File: src/rtl/isa_pkg.sv
package isa_pkg;

  // ========================================
  // Widths
  // ========================================
  localparam int XLEN       = 32;
  localparam int REG_ADDR_W = 5;
  localparam int INST_W     = 32;
  localparam int NUM_REGS   = 32;
  localparam int OPC_W      = 7;
  localparam int FUNCT3_W   = 3;
  localparam int FUNCT7_W   = 7;
  localparam int SHAMT_W    = 5;

  typedef logic [INST_W-1:0] inst_t;

  // addi x0, x0, 0
  localparam inst_t NOP_INST = 32'h0000_0013;

  // ========================================
  // Encodings
  // ========================================
  localparam logic [OPC_W-1:0] OPC_OP_IMM = 7'b0010011;
  localparam logic [OPC_W-1:0] OPC_OP     = 7'b0110011;
  localparam logic [OPC_W-1:0] OPC_LUI    = 7'b0110111;

  localparam logic [FUNCT3_W-1:0] F3_ADD_SUB = 3'b000;
  localparam logic [FUNCT3_W-1:0] F3_SLL     = 3'b001;
  localparam logic [FUNCT3_W-1:0] F3_SLT     = 3'b010;
  localparam logic [FUNCT3_W-1:0] F3_XOR     = 3'b100;
  localparam logic [FUNCT3_W-1:0] F3_SRL_SRA = 3'b101;
  localparam logic [FUNCT3_W-1:0] F3_OR      = 3'b110;
  localparam logic [FUNCT3_W-1:0] F3_AND     = 3'b111;

  // SUB and SRA use the alternate funct7
  localparam logic [FUNCT7_W-1:0] F7_BASE = 7'b0000000;
  localparam logic [FUNCT7_W-1:0] F7_ALT  = 7'b0100000;

  typedef enum logic [3:0] {
    ALU_ADD, ALU_SUB, ALU_SLL, ALU_SLT, ALU_XOR,
    ALU_SRL, ALU_SRA, ALU_OR, ALU_AND, ALU_PASS_B
  } alu_op_e;

endpackage

File: src/rtl/pipe_pkg.sv
package pipe_pkg;

  // Operand source seen from EX
  typedef enum logic [1:0] {
    FWD_NONE,
    FWD_M1,
    FWD_M2,
    FWD_WB
  } fwd_sel_e;

  // ========================================
  // Stage payloads
  // ========================================
  typedef struct packed {
    logic           valid;
    isa_pkg::inst_t inst;
  } ifid_t;

  typedef struct packed {
    logic                             valid;
    logic                             we;
    logic [isa_pkg::REG_ADDR_W-1:0]   rs1;
    logic [isa_pkg::REG_ADDR_W-1:0]   rs2;
    logic                             use_rs1;
    logic                             use_rs2;
    logic [isa_pkg::REG_ADDR_W-1:0]   rd;
    isa_pkg::alu_op_e                 alu_op;
    logic                             imm_sel;
    logic [isa_pkg::XLEN-1:0]         imm;
  } dec_t;

  typedef struct packed {
    dec_t                     dec;
    logic [isa_pkg::XLEN-1:0] rs1_data;
    logic [isa_pkg::XLEN-1:0] rs2_data;
  } idex_t;

  // Result record from EX onward
  typedef struct packed {
    logic                           valid;
    logic                           we;
    logic [isa_pkg::REG_ADDR_W-1:0] rd;
    logic [isa_pkg::XLEN-1:0]       data;
  } wb_t;

  typedef struct packed {
    logic                           valid;
    logic                           we;
    logic [isa_pkg::REG_ADDR_W-1:0] rd;
    logic [isa_pkg::XLEN-1:0]       data;
  } retire_t;

endpackage

File: src/rtl/cpu_top.sv
module cpu_top (
  input  logic              clk_i,
  input  logic              rst_i,
  input  logic              inst_valid_i,
  input  isa_pkg::inst_t    inst_i,
  output pipe_pkg::retire_t retire_o
);
  import isa_pkg::*;
  import pipe_pkg::*;

  ifid_t           ifid_d;
  ifid_t           ifid_q;
  dec_t            dec;
  logic [XLEN-1:0] rs1_data;
  logic [XLEN-1:0] rs2_data;
  idex_t           idex_d;
  idex_t           idex_q;
  fwd_sel_e        fwd_a;
  fwd_sel_e        fwd_b;
  wb_t             exm1_d;
  wb_t             exm1_q;
  wb_t             m1m2_q;
  wb_t             m2wb_q;

  // ========================================
  // IF
  // ========================================
  // Idle slots carry a NOP so ID never sees stale bits
  assign ifid_d = '{valid: inst_valid_i, inst: inst_valid_i ? inst_i : NOP_INST};

  pipe_reg #(.payload_t(ifid_t)) i_ifid_reg (
    .clk_i(clk_i),
    .rst_i(rst_i),
    .d_i  (ifid_d),
    .q_o  (ifid_q)
  );

  // ========================================
  // ID
  // ========================================
  decoder i_decoder (
    .inst_i (ifid_q.inst),
    .valid_i(ifid_q.valid),
    .dec_o  (dec)
  );

  // Write port is fed from the end of the pipe
  gpr i_gpr (
    .clk_i     (clk_i),
    .rst_i     (rst_i),
    .rs1_i     (dec.rs1),
    .rs2_i     (dec.rs2),
    .rs1_data_o(rs1_data),
    .rs2_data_o(rs2_data),
    .wr_i      (m2wb_q)
  );

  assign idex_d = '{dec: dec, rs1_data: rs1_data, rs2_data: rs2_data};

  pipe_reg #(.payload_t(idex_t)) i_idex_reg (
    .clk_i(clk_i),
    .rst_i(rst_i),
    .d_i  (idex_d),
    .q_o  (idex_q)
  );

  // ========================================
  // EX
  // ========================================
  forward_unit i_forward_unit (
    .ex_i   (idex_q.dec),
    .m1_i   (exm1_q),
    .m2_i   (m1m2_q),
    .wb_i   (m2wb_q),
    .fwd_a_o(fwd_a),
    .fwd_b_o(fwd_b)
  );

  execute i_execute (
    .ex_i   (idex_q),
    .fwd_a_i(fwd_a),
    .fwd_b_i(fwd_b),
    .m1_i   (exm1_q),
    .m2_i   (m1m2_q),
    .wb_i   (m2wb_q),
    .res_o  (exm1_d)
  );

  // ========================================
  // MEM1, MEM2, WB
  // ========================================
  pipe_reg #(.payload_t(wb_t)) i_exm1_reg (
    .clk_i(clk_i),
    .rst_i(rst_i),
    .d_i  (exm1_d),
    .q_o  (exm1_q)
  );

  // Memory stages hold only the ALU result
  pipe_reg #(.payload_t(wb_t)) i_m1m2_reg (
    .clk_i(clk_i),
    .rst_i(rst_i),
    .d_i  (exm1_q),
    .q_o  (m1m2_q)
  );

  pipe_reg #(.payload_t(wb_t)) i_m2wb_reg (
    .clk_i(clk_i),
    .rst_i(rst_i),
    .d_i  (m1m2_q),
    .q_o  (m2wb_q)
  );

  assign retire_o = '{valid: m2wb_q.valid, we: m2wb_q.we, rd: m2wb_q.rd, data: m2wb_q.data};

endmodule

File: src/rtl/decoder.sv
module decoder (
  input  isa_pkg::inst_t inst_i,
  input  logic           valid_i,
  output pipe_pkg::dec_t dec_o
);
  import isa_pkg::*;

  logic [OPC_W-1:0]      opcode;
  logic [FUNCT3_W-1:0]   funct3;
  logic [FUNCT7_W-1:0]   funct7;
  logic [REG_ADDR_W-1:0] rd;
  logic                  supported;

  assign opcode = inst_i[6:0];
  assign rd     = inst_i[11:7];
  assign funct3 = inst_i[14:12];
  assign funct7 = inst_i[31:25];

  always_comb begin
    dec_o        = '0;
    dec_o.valid  = valid_i;
    dec_o.rs1    = inst_i[19:15];
    dec_o.rs2    = inst_i[24:20];
    dec_o.rd     = rd;
    dec_o.alu_op = ALU_ADD;
    // I-type immediate unless LUI overrides it
    dec_o.imm    = {{(XLEN-12){inst_i[31]}}, inst_i[31:20]};
    supported    = 1'b1;

    case (opcode)
      OPC_OP_IMM: begin
        dec_o.use_rs1 = 1'b1;
        dec_o.imm_sel = 1'b1;
        case (funct3)
          F3_ADD_SUB: dec_o.alu_op = ALU_ADD;
          F3_SLT:     dec_o.alu_op = ALU_SLT;
          F3_XOR:     dec_o.alu_op = ALU_XOR;
          F3_OR:      dec_o.alu_op = ALU_OR;
          F3_AND:     dec_o.alu_op = ALU_AND;
          default:    supported = 1'b0;
        endcase
      end
      OPC_OP: begin
        dec_o.use_rs1 = 1'b1;
        dec_o.use_rs2 = 1'b1;
        case ({funct7, funct3})
          {F7_BASE, F3_ADD_SUB}: dec_o.alu_op = ALU_ADD;
          {F7_ALT, F3_ADD_SUB}:  dec_o.alu_op = ALU_SUB;
          {F7_BASE, F3_SLL}:     dec_o.alu_op = ALU_SLL;
          {F7_BASE, F3_SLT}:     dec_o.alu_op = ALU_SLT;
          {F7_BASE, F3_XOR}:     dec_o.alu_op = ALU_XOR;
          {F7_BASE, F3_SRL_SRA}: dec_o.alu_op = ALU_SRL;
          {F7_ALT, F3_SRL_SRA}:  dec_o.alu_op = ALU_SRA;
          {F7_BASE, F3_OR}:      dec_o.alu_op = ALU_OR;
          {F7_BASE, F3_AND}:     dec_o.alu_op = ALU_AND;
          default:               supported = 1'b0;
        endcase
      end
      OPC_LUI: begin
        dec_o.imm_sel = 1'b1;
        dec_o.imm     = {inst_i[31:12], 12'b0};
        dec_o.alu_op  = ALU_PASS_B;
      end
      default: supported = 1'b0;
    endcase

    // Unknown encodings still flow down the pipe as harmless bubbles
    if (!supported) begin
      dec_o.use_rs1 = 1'b0;
      dec_o.use_rs2 = 1'b0;
    end
    dec_o.we = valid_i && supported && (rd != '0);
  end

endmodule

File: src/rtl/execute.sv
module execute (
  input  pipe_pkg::idex_t    ex_i,
  input  pipe_pkg::fwd_sel_e fwd_a_i,
  input  pipe_pkg::fwd_sel_e fwd_b_i,
  input  pipe_pkg::wb_t      m1_i,
  input  pipe_pkg::wb_t      m2_i,
  input  pipe_pkg::wb_t      wb_i,
  output pipe_pkg::wb_t      res_o
);
  import isa_pkg::*;
  import pipe_pkg::*;

  logic [XLEN-1:0]    src_a;
  logic [XLEN-1:0]    src_b;
  logic [XLEN-1:0]    op_b;
  logic [XLEN-1:0]    alu_out;
  logic [SHAMT_W-1:0] shamt;

  function automatic logic [XLEN-1:0] fwd_mux(input fwd_sel_e sel,
                                               input logic [XLEN-1:0] reg_val);
    case (sel)
      FWD_M1:  return m1_i.data;
      FWD_M2:  return m2_i.data;
      FWD_WB:  return wb_i.data;
      default: return reg_val;
    endcase
  endfunction

  // ========================================
  // Operand select
  // ========================================
  always_comb begin
    src_a = fwd_mux(fwd_a_i, ex_i.rs1_data);
    src_b = fwd_mux(fwd_b_i, ex_i.rs2_data);
    op_b  = ex_i.dec.imm_sel ? ex_i.dec.imm : src_b;
  end

  assign shamt = op_b[SHAMT_W-1:0];

  // ========================================
  // ALU
  // ========================================
  always_comb begin
    case (ex_i.dec.alu_op)
      ALU_ADD:    alu_out = src_a + op_b;
      ALU_SUB:    alu_out = src_a - op_b;
      ALU_SLL:    alu_out = src_a << shamt;
      ALU_SLT:    alu_out = {{(XLEN-1){1'b0}}, $signed(src_a) < $signed(op_b)};
      ALU_XOR:    alu_out = src_a ^ op_b;
      ALU_SRL:    alu_out = src_a >> shamt;
      ALU_SRA:    alu_out = $unsigned($signed(src_a) >>> shamt);
      ALU_OR:     alu_out = src_a | op_b;
      ALU_AND:    alu_out = src_a & op_b;
      ALU_PASS_B: alu_out = op_b;
      default:    alu_out = '0;
    endcase
  end

  always_comb begin
    res_o.valid = ex_i.dec.valid;
    res_o.we    = ex_i.dec.we;
    res_o.rd    = ex_i.dec.rd;
    res_o.data  = alu_out;
  end

endmodule

File: src/rtl/forward_unit.sv
module forward_unit (
  input  pipe_pkg::dec_t     ex_i,
  input  pipe_pkg::wb_t      m1_i,
  input  pipe_pkg::wb_t      m2_i,
  input  pipe_pkg::wb_t      wb_i,
  output pipe_pkg::fwd_sel_e fwd_a_o,
  output pipe_pkg::fwd_sel_e fwd_b_o
);
  import isa_pkg::*;
  import pipe_pkg::*;

  function automatic logic hit(input wb_t stage, input logic [REG_ADDR_W-1:0] idx);
    return stage.valid && stage.we && (stage.rd != '0) && (stage.rd == idx);
  endfunction

  // Youngest producer wins
  function automatic fwd_sel_e pick(input logic en, input logic [REG_ADDR_W-1:0] idx);
    if (!en) return FWD_NONE;
    if (hit(m1_i, idx)) return FWD_M1;
    if (hit(m2_i, idx)) return FWD_M2;
    if (hit(wb_i, idx)) return FWD_WB;
    return FWD_NONE;
  endfunction

  always_comb begin
    fwd_a_o = pick(ex_i.valid && ex_i.use_rs1, ex_i.rs1);
    fwd_b_o = pick(ex_i.valid && ex_i.use_rs2, ex_i.rs2);
  end

endmodule

File: src/rtl/gpr.sv
module gpr (
  input  logic                           clk_i,
  input  logic                           rst_i,
  input  logic [isa_pkg::REG_ADDR_W-1:0] rs1_i,
  input  logic [isa_pkg::REG_ADDR_W-1:0] rs2_i,
  output logic [isa_pkg::XLEN-1:0]       rs1_data_o,
  output logic [isa_pkg::XLEN-1:0]       rs2_data_o,
  input  pipe_pkg::wb_t                  wr_i
);
  import isa_pkg::*;

  // x0 has no storage
  logic [XLEN-1:0] regs [1:NUM_REGS-1];
  logic            wr_en;

  assign wr_en = wr_i.valid && wr_i.we && (wr_i.rd != '0);

  always_ff @(posedge clk_i) begin
    if (rst_i) begin
      for (int i = 1; i < NUM_REGS; i++) begin
        regs[i] <= '0;
      end
    end else if (wr_en) begin
      regs[wr_i.rd] <= wr_i.data;
    end
  end

  // Same-cycle write is visible to ID, which covers distance four
  function automatic logic [XLEN-1:0] read_port(input logic [REG_ADDR_W-1:0] idx);
    if (idx == '0) return '0;
    if (wr_en && (wr_i.rd == idx)) return wr_i.data;
    return regs[idx];
  endfunction

  always_comb begin
    rs1_data_o = read_port(rs1_i);
    rs2_data_o = read_port(rs2_i);
  end

endmodule

File: src/rtl/pipe_reg.sv
module pipe_reg #(
  parameter type payload_t = logic
) (
  input  logic     clk_i,
  input  logic     rst_i,
  input  payload_t d_i,
  output payload_t q_o
);

  // No stall, so the stage advances every cycle
  always_ff @(posedge clk_i) begin
    if (rst_i) begin
      q_o <= '0;
    end else begin
      q_o <= d_i;
    end
  end

endmodule

File: config.mk
export PLATFORM = sky130hd
export DESIGN_NAME = cpu_top
export DESIGN_NICKNAME = d
export VERILOG_FILES = /design/src/rtl/isa_pkg.sv /design/src/rtl/pipe_pkg.sv /design/src/rtl/cpu_top.sv /design/src/rtl/decoder.sv /design/src/rtl/execute.sv /design/src/rtl/forward_unit.sv /design/src/rtl/gpr.sv /design/src/rtl/pipe_reg.sv
export SDC_FILE = /design/constraint.sdc
export NUM_CORES = 2
export LEC_CHECK = 0
export ABC_AREA = 1
export BUFFER_PORTS_ARGS = -buffer_cell sky130_fd_sc_hd__buf_2
export CAP_MARGIN = 40
export CORE_AREA = 10 10 418 420
export DETAILED_ROUTE_END_ITERATION = 10
export DIE_AREA = 0 0 428 430
export HOLD_SLACK_MARGIN = 0.05
export PLACE_DENSITY_LB_ADDON = 0.05
export REMOVE_ABC_BUFFERS = 1
export SYNTH_ARGS = -nofsm -noshare
export SYNTH_HDL_FRONTEND = slang
export SYNTH_SLANG_ARGS = --single-unit
File: constraint.sdc
create_clock -name clk_i -period 10.7 [get_ports clk_i]
set_clock_uncertainty 0.1 [all_clocks]
set_input_delay 1.605 -clock clk_i [delete_from_list [all_inputs] [get_ports clk_i]]
set_output_delay 1.605 -clock clk_i [all_outputs]
set_load 0.005 [all_outputs]
# Word-level counts from Yosys, hierarchy flattened
# Memory sizes are Yosys's and may differ from the RTL's. A register that Yosys moved wholly into a read port is not among the register bits.
# Index checks and enable logic that the tools add are counted.
[totals]
reg_bits = 270
mem_bits_rw = 992
in_bits = 35
output_inout_bits = 39
memories = 1
[op_classes]
add_sub_neg = 2
n_lt_le_gt_ge = 1
n_eq_ne = 38
n_shift = 3
mux = 73
n_bitwise = 5
reduce_logical = 35
[memory_table]
columns = ["memory", "depth", "word_bits", "read_ports", "rd_clocked_by_memory_dff", "wr", "line", "source"]
rows = [
  ["i_gpr.regs", 31, 32, 2, 2, 31, "gpr.sv:13", "logic [XLEN-1:0] regs [1:NUM_REGS-1];"],
]
[op_table]
columns = ["operator", "count"]
rows = [
  ["32-bit 2-to-1 mux", 10],
  ["32-bit case mux with 10 select lines", 1],
  ["32-bit case mux with 3 select lines", 2],
  ["10-bit by 3-bit equality test with 1-bit output (second input constant)", 4],
  ["5-bit equality test", 8],
  ["1-bit 2-to-1 mux", 35],
  ["32-bit adder", 1],
  ["32-bit bitwise AND", 1],
  ["32-bit < comparator", 1],
  ["2-bit 2-to-1 mux", 16],
  ["32-bit bitwise OR", 1],
  ["4-bit case mux with 8 select lines", 1],
  ["32-bit OR reduction", 1],
  ["32-bit by 5-bit left shift with 32-bit output", 1],
  ["32-bit by 5-bit right shift with 32-bit output", 1],
  ["32-bit by 5-bit >>> shifter with 32-bit output", 1],
  ["32-bit subtractor", 1],
  ["32-bit XOR", 1],
  ["31-bit 2-to-1 mux", 1],
  ["10-bit by 9-bit equality test with 1-bit output (second input constant)", 2],
  ["5-bit 2-to-1 mux", 4],
  ["5-bit nonzero test", 4],
  ["1-bit logical AND", 18],
  ["4-bit by 3-bit equality test with 1-bit output (second input constant)", 4],
  ["22 further kinds", 37],
]

# Depth between registers and ports, before layout
[logic_depth]
ltp_word = 19
depth_mapped = 43
ltp_nobuf = 40

# Modules after synthesis
# A second synthesis with hierarchy kept.
[unflattened]
hier_cells = 10993
area_unflattened_um2 = 79799.0
[by_module_without_submodules]
columns = ["mod", "n_inst", "cells_per_inst", "area_per_inst_um2"]
rows = [
  ["gpr", 1, 7384, 58511.1],
  ["execute", 1, 2429, 11941.5],
  ["pipe_reg at i_idex_reg", 1, 373, 3437.0],
  ["pipe_reg at i_exm1_reg ...", 3, 121, 1106.1],
  ["pipe_reg at i_ifid_reg", 1, 103, 958.4],
  ["decoder", 1, 155, 777.0],
  ["forward_unit", 1, 119, 581.8],
  ["cpu_top", 1, 67, 274.0],
]

# Least setup slack after synthesis
# No wires, ideal clock.
[synth_timing]
kind = "register -> register"
from = "reg i_m2wb_reg.q_o[36] (netlist name)"
to = "reg i_exm1_reg.q_o[23] (netlist name)"
arrival_ns = 4.270
t_required_ns = 10.472
slack_ns = 6.203
path_stages_with_launch = 36
n_path_buf = 5
period_less_slack_ns = 4.497
cell_sequence = "dfxtp_1 buf_6 inv_2 nand2_1 nand2_1 nor2_2 nand3_1 nor2_2 nand2_1 nand2_2 nand2_2 nand2_2 buf_4 o21ai_1 o21bai_1 nand2_2 inv_2 buf_4 buf_2 ha_1 clkbuf_1 o21bai_1 a21oi_1 o21ai_0 a21boi_0 inv_1 nand2_1 nand2_1 a21oi_1 o21ai_0 nor2_1 nor3b_1 nor3_1 nand2_1 nor2_1 nor2_1"
[synth_via]
elab_chain_len = 16
word_cells_on_any_way = 42
cone_classes = "add/sub (2); eq/ne (8); shift (3); mux (22); bitwise (3); reduce/logical (4)"
[synth_lines]
columns = ["element", "line", "source"]
rows = [
  ["start, declared", "pipe_reg.sv:7", "output payload_t q_o"],
  ["start signal, assigned", "pipe_reg.sv:15", "q_o <= d_i;"],
  ["5-bit nonzero test", "forward_unit.sv:13", "return stage.valid && stage.we && (stage.rd != '0) && (stage.rd == idx);"],
  ["1-bit logical AND (2 in a row)", "forward_unit.sv:13", ""],
  ["1-bit 2-to-1 mux (2 in a row)", "forward_unit.sv:21", "if (hit(wb_i, idx)) return FWD_WB;"],
  ["1-bit 2-to-1 mux", "forward_unit.sv:20", "if (hit(m2_i, idx)) return FWD_M2;"],
  ["1-bit 2-to-1 mux", "forward_unit.sv:19", "if (hit(m1_i, idx)) return FWD_M1;"],
  ["2-bit 2-to-1 mux", "forward_unit.sv:22", "return FWD_NONE;"],
  ["2-bit 2-to-1 mux", "forward_unit.sv:21", ""],
  ["2-bit 2-to-1 mux", "forward_unit.sv:20", ""],
  ["2-bit 2-to-1 mux", "forward_unit.sv:19", ""],
  ["2-bit equality test / 2-bit by 1-bit equality test with 1-bit output (equally long branches)", "execute.sv:21", "case (sel)"],
  ["32-bit case mux with 3 select lines", "execute.sv:21", ""],
  ["32-bit 2-to-1 mux", "execute.sv:35", "op_b = ex_i.dec.imm_sel ? ex_i.dec.imm : src_b;"],
  ["32-bit subtractor, or another cell as far along", "execute.sv:46", "ALU_SUB: alu_out = src_a - op_b;"],
  ["32-bit case mux with 10 select lines (*)", "execute.sv:44", "case (ex_i.dec.alu_op)"],
  ["end signal, assigned", "pipe_reg.sv:15", ""],
  ["end, declared", "pipe_reg.sv:7", ""],
]
# Every way passes the cells marked *; elsewhere a longest branch is shown, timed or not. The select of a mux whose other input is x is not followed.
# A chain may end at the register's enable or synchronous reset.

# Worst setup path in the final report
[layout_timing]
from = "reg i_m2wb_reg.q_o[33] (netlist name)"
to = "reg i_exm1_reg.q_o[31] (netlist name)"
# The elaborated chain is that of the path after synthesis.

==> impl_metrics.env <==
export IMPL_fin_area_um2=81300
export IMPL_antenna_found_initial=21
export IMPL_dieArea_um2=184000
export IMPL_grt_max_degree=178
export IMPL_crit_path_end_kind="flip-flop"
export IMPL_max_cap_violations=0
export IMPL_die_w_um=428
export IMPL_ctsResizeCount=0
export IMPL_path_class="flip-flop to flip-flop"
export IMPL_synth_avg_cell_area_um2=7.912
export IMPL_cts_sinks=1294
export IMPL_clock_latency_ns=0.83
export IMPL_power_mw=12.67
export IMPL_ctsHoldBuffers=0
export IMPL_leakage_nw=29.82
export IMPL_place_area_um2=76460
export IMPL_cts_root_buffer="clkbuf_16"
export IMPL_timing_hold_violations_final=0
export IMPL_grt_pass1_vias=66510
export IMPL_postSynthCellCount=9387
export IMPL_io_pins=74
export IMPL_drive_gt1_share_pct=7.841
export IMPL_drt_total_wl_mm=341.5
export IMPL_maxSlewHeadroom_pct=28.21
export IMPL_ys_seq_area_share_pct=48.68
export IMPL_yosysWarnings=0
export IMPL_cts_made_buffers=152
export IMPL_synth_seq_cells=1294
export IMPL_timing_critical_path_from_type="flip-flop"
export IMPL_cts_tree="yes"
export IMPL_grt_overflow=0
export IMPL_period_share_pct=63.55
export IMPL_fp_dieH_um=430
export IMPL_drt_wirelength_per_cell_um=29.95
export IMPL_ant_nets=0
export IMPL_cp_common_cell="nand2_1"
export IMPL_cp_max_fo=64
export IMPL_clock_path_buffers=3
export IMPL_reg2reg_slack_ns=3.90
export IMPL_drt_iter0_drc=9334
export IMPL_via_per_inst=6.286
export IMPL_post_cts_buffers=0
export IMPL_io_buffer_count=73
export IMPL_fin_nets=9201
export IMPL_core_area_um2=166300
export IMPL_peakVddDrop_mv=0.1676
export IMPL_worstPathRequired_ns=11.28
export IMPL_async_flop_share_pct=0
export IMPL_clk_pin_slew_ns=0.06
export IMPL_synth_cell_type_count=61
export IMPL_post_place_ws_ns=4.167
export IMPL_drc=0
export IMPL_synth_edf_count=1024
export IMPL_first_pass_iters=6
export IMPL_setup_ws_ns=3.900
export IMPL_power_density_nw_per_um2=155.8
export IMPL_yosys_cell_count_top_type="nor2_1"
export IMPL_final_max_slew_viol_count=0
export IMPL_finalWorstPathRequiredPeriod_ns=6.800
export IMPL_hp_class="flip-flop to flip-flop"
export IMPL_netlist_top_cells_count="nor2_1 (1909), o21ai_0 (1524), edfxtp_1 (1024), nand2_1 (870), inv_1 (720)"
export IMPL_status="complete, no violations"
export IMPL_ys_flop_type="edfxtp_1"
export IMPL_dr_total_vias=71680
export IMPL_final_setup_viol_count=0
export IMPL_globalRouteTotalUtil_pct=35.49
export IMPL_grt_pass1_wl_mm=482.6
export IMPL_area_growth_pct=9.464
export IMPL_place_hpwl_mm=215.6
export IMPL_final_core_util_pct=48.89
export IMPL_cp_buffers_inverters=5
export IMPL_crit_arrival_ns=7.38
export IMPL_yosysTopAreaCell="edfxtp_1"
export IMPL_netlist_top_cells_area="edfxtp_1 (41%), o21ai_0 (10%), nor2_1 (9.6%)"
export IMPL_syn_area_um2=74270
export IMPL_grt_setup_unrepaired="false"
export IMPL_htree_levels=4
export IMPL_synth_top_area_share_pct=41.40
export IMPL_worst_pin_slew_ns=1.074
export IMPL_crit_path_max_incr_delay_ns=0.78
export IMPL_path_delay_family="simple AND/OR/NAND/NOR gates"
export IMPL_placementRows=150
export IMPL_cp_slowest_cell="a21boi_0"
export IMPL_place_congestion=1.018
export IMPL_fmax_mhz=147.1
export IMPL_start_util_pct=44.67
export IMPL_whs_ns=0.3046
## routing by layer
layer / up-vias / global-route usage (%) / part of all wire (%)
li1: 31590 / - / -
met1: 34790 / 46.76 / 40
met2: 4356 / 55.27 / 44
met3: 930 / 7.602 / 11
met4: 18 / 17.42 / 5.6
met5: - / 0 / 0.033
## path summary, 6_finish.rpt
path / startpoint / end / depth (start not counted)
setup / recovery: i_m2wb_reg.q_o[33] / i_exm1_reg.q_o[31] / 30
hold / removal: i_idex_reg.q_o[118] / i_exm1_reg.q_o[37] / 2
setup reg to reg: i_m2wb_reg.q_o[33] / i_exm1_reg.q_o[31] / 30
hold reg to reg: i_idex_reg.q_o[118] / i_exm1_reg.q_o[37] / 2
## worst reg2reg max path: cells and delay by family, from the launching register on
kind                     cells  cell delay [ns]
AND/OR/NAND/NOR             18             2.91
buffers and inverters        5             0.80
flip-flops                   1             0.59
AO/OA/AOI/OAI                6             1.92
adder cells (fa/ha/maj)      1             0.37
## stage by stage
stage               TNS [ns]  instances
floorplan           -1022.91       8613
global placement           0      11100
detailed placement         0      11120
CTS                        0      11400
global route               0      11400
finish                     0      11400
## cell type report
class / instances / area (um2)
fillers: 16240 / 84980
flip-flops and latches: 1294 / 36190
multi-input cells: 6564 / 32330
clock buffers: 196 / 4133
inverters: 755 / 2875
well taps: 2204 / 2758
repair buffers: 300 / 2317
clock inverters: 86 / 685.7
diodes: 4 / 10.01
## state kept, by name, indices dropped and copies added, names as in the netlist
| register | count |
|---|---|
| i_gpr.regs | 1024 |
| i_idex_reg.q_o | 120 |
| i_exm1_reg.q_o | 39 |
| i_m1m2_reg.q_o | 39 |
| i_m2wb_reg.q_o | 39 |
| i_ifid_reg.q_o | 33 |
## power by group
part           total (mW)  internal [mW]  leakage, nW  switching [mW]
combinational        1.83          0.441         14.7            1.39
sequential           5.72           5.60         12.8           0.120
clock                5.12           2.88         2.37            2.24
## cells in the final DEF, fill, tap and decap left out, types with 80 or more instances in the layout
cell type | Yosys | final
buf_2 | 45 | 80
o21ai_0 | 1524 | 1524
inv_1 | 720 | 705
ha_1 | 97 | 97
nand3_1 | 569 | 568
nand2_1 | 870 | 809
nand2_2 | 24 | 83
nor2_1 | 1909 | 1907
a21oi_1 | 703 | 703
o221ai_1 | 88 | 88
o22ai_1 | 108 | 108
edfxtp_1 | 1024 | 1024
buf_4 | 18 | 202
a211oi_1 | 85 | 85
o211ai_1 | 173 | 173
clkbuf_16 | 0 | 155
dfxtp_1 | 270 | 260
## cell families after synthesis
| group | synth area share [%] |
|---|---|
| fa+ha+maj | 1.688 |
| buf+inv | 8.216 |
| compound gates | 21.27 |
| flops | 48.68 |
| other cells | 0.005049 |
| simple gates | 19.76 |
| xor+xnor | 0.3774 |
Note: power is estimated with default switching activity, not from simulation.
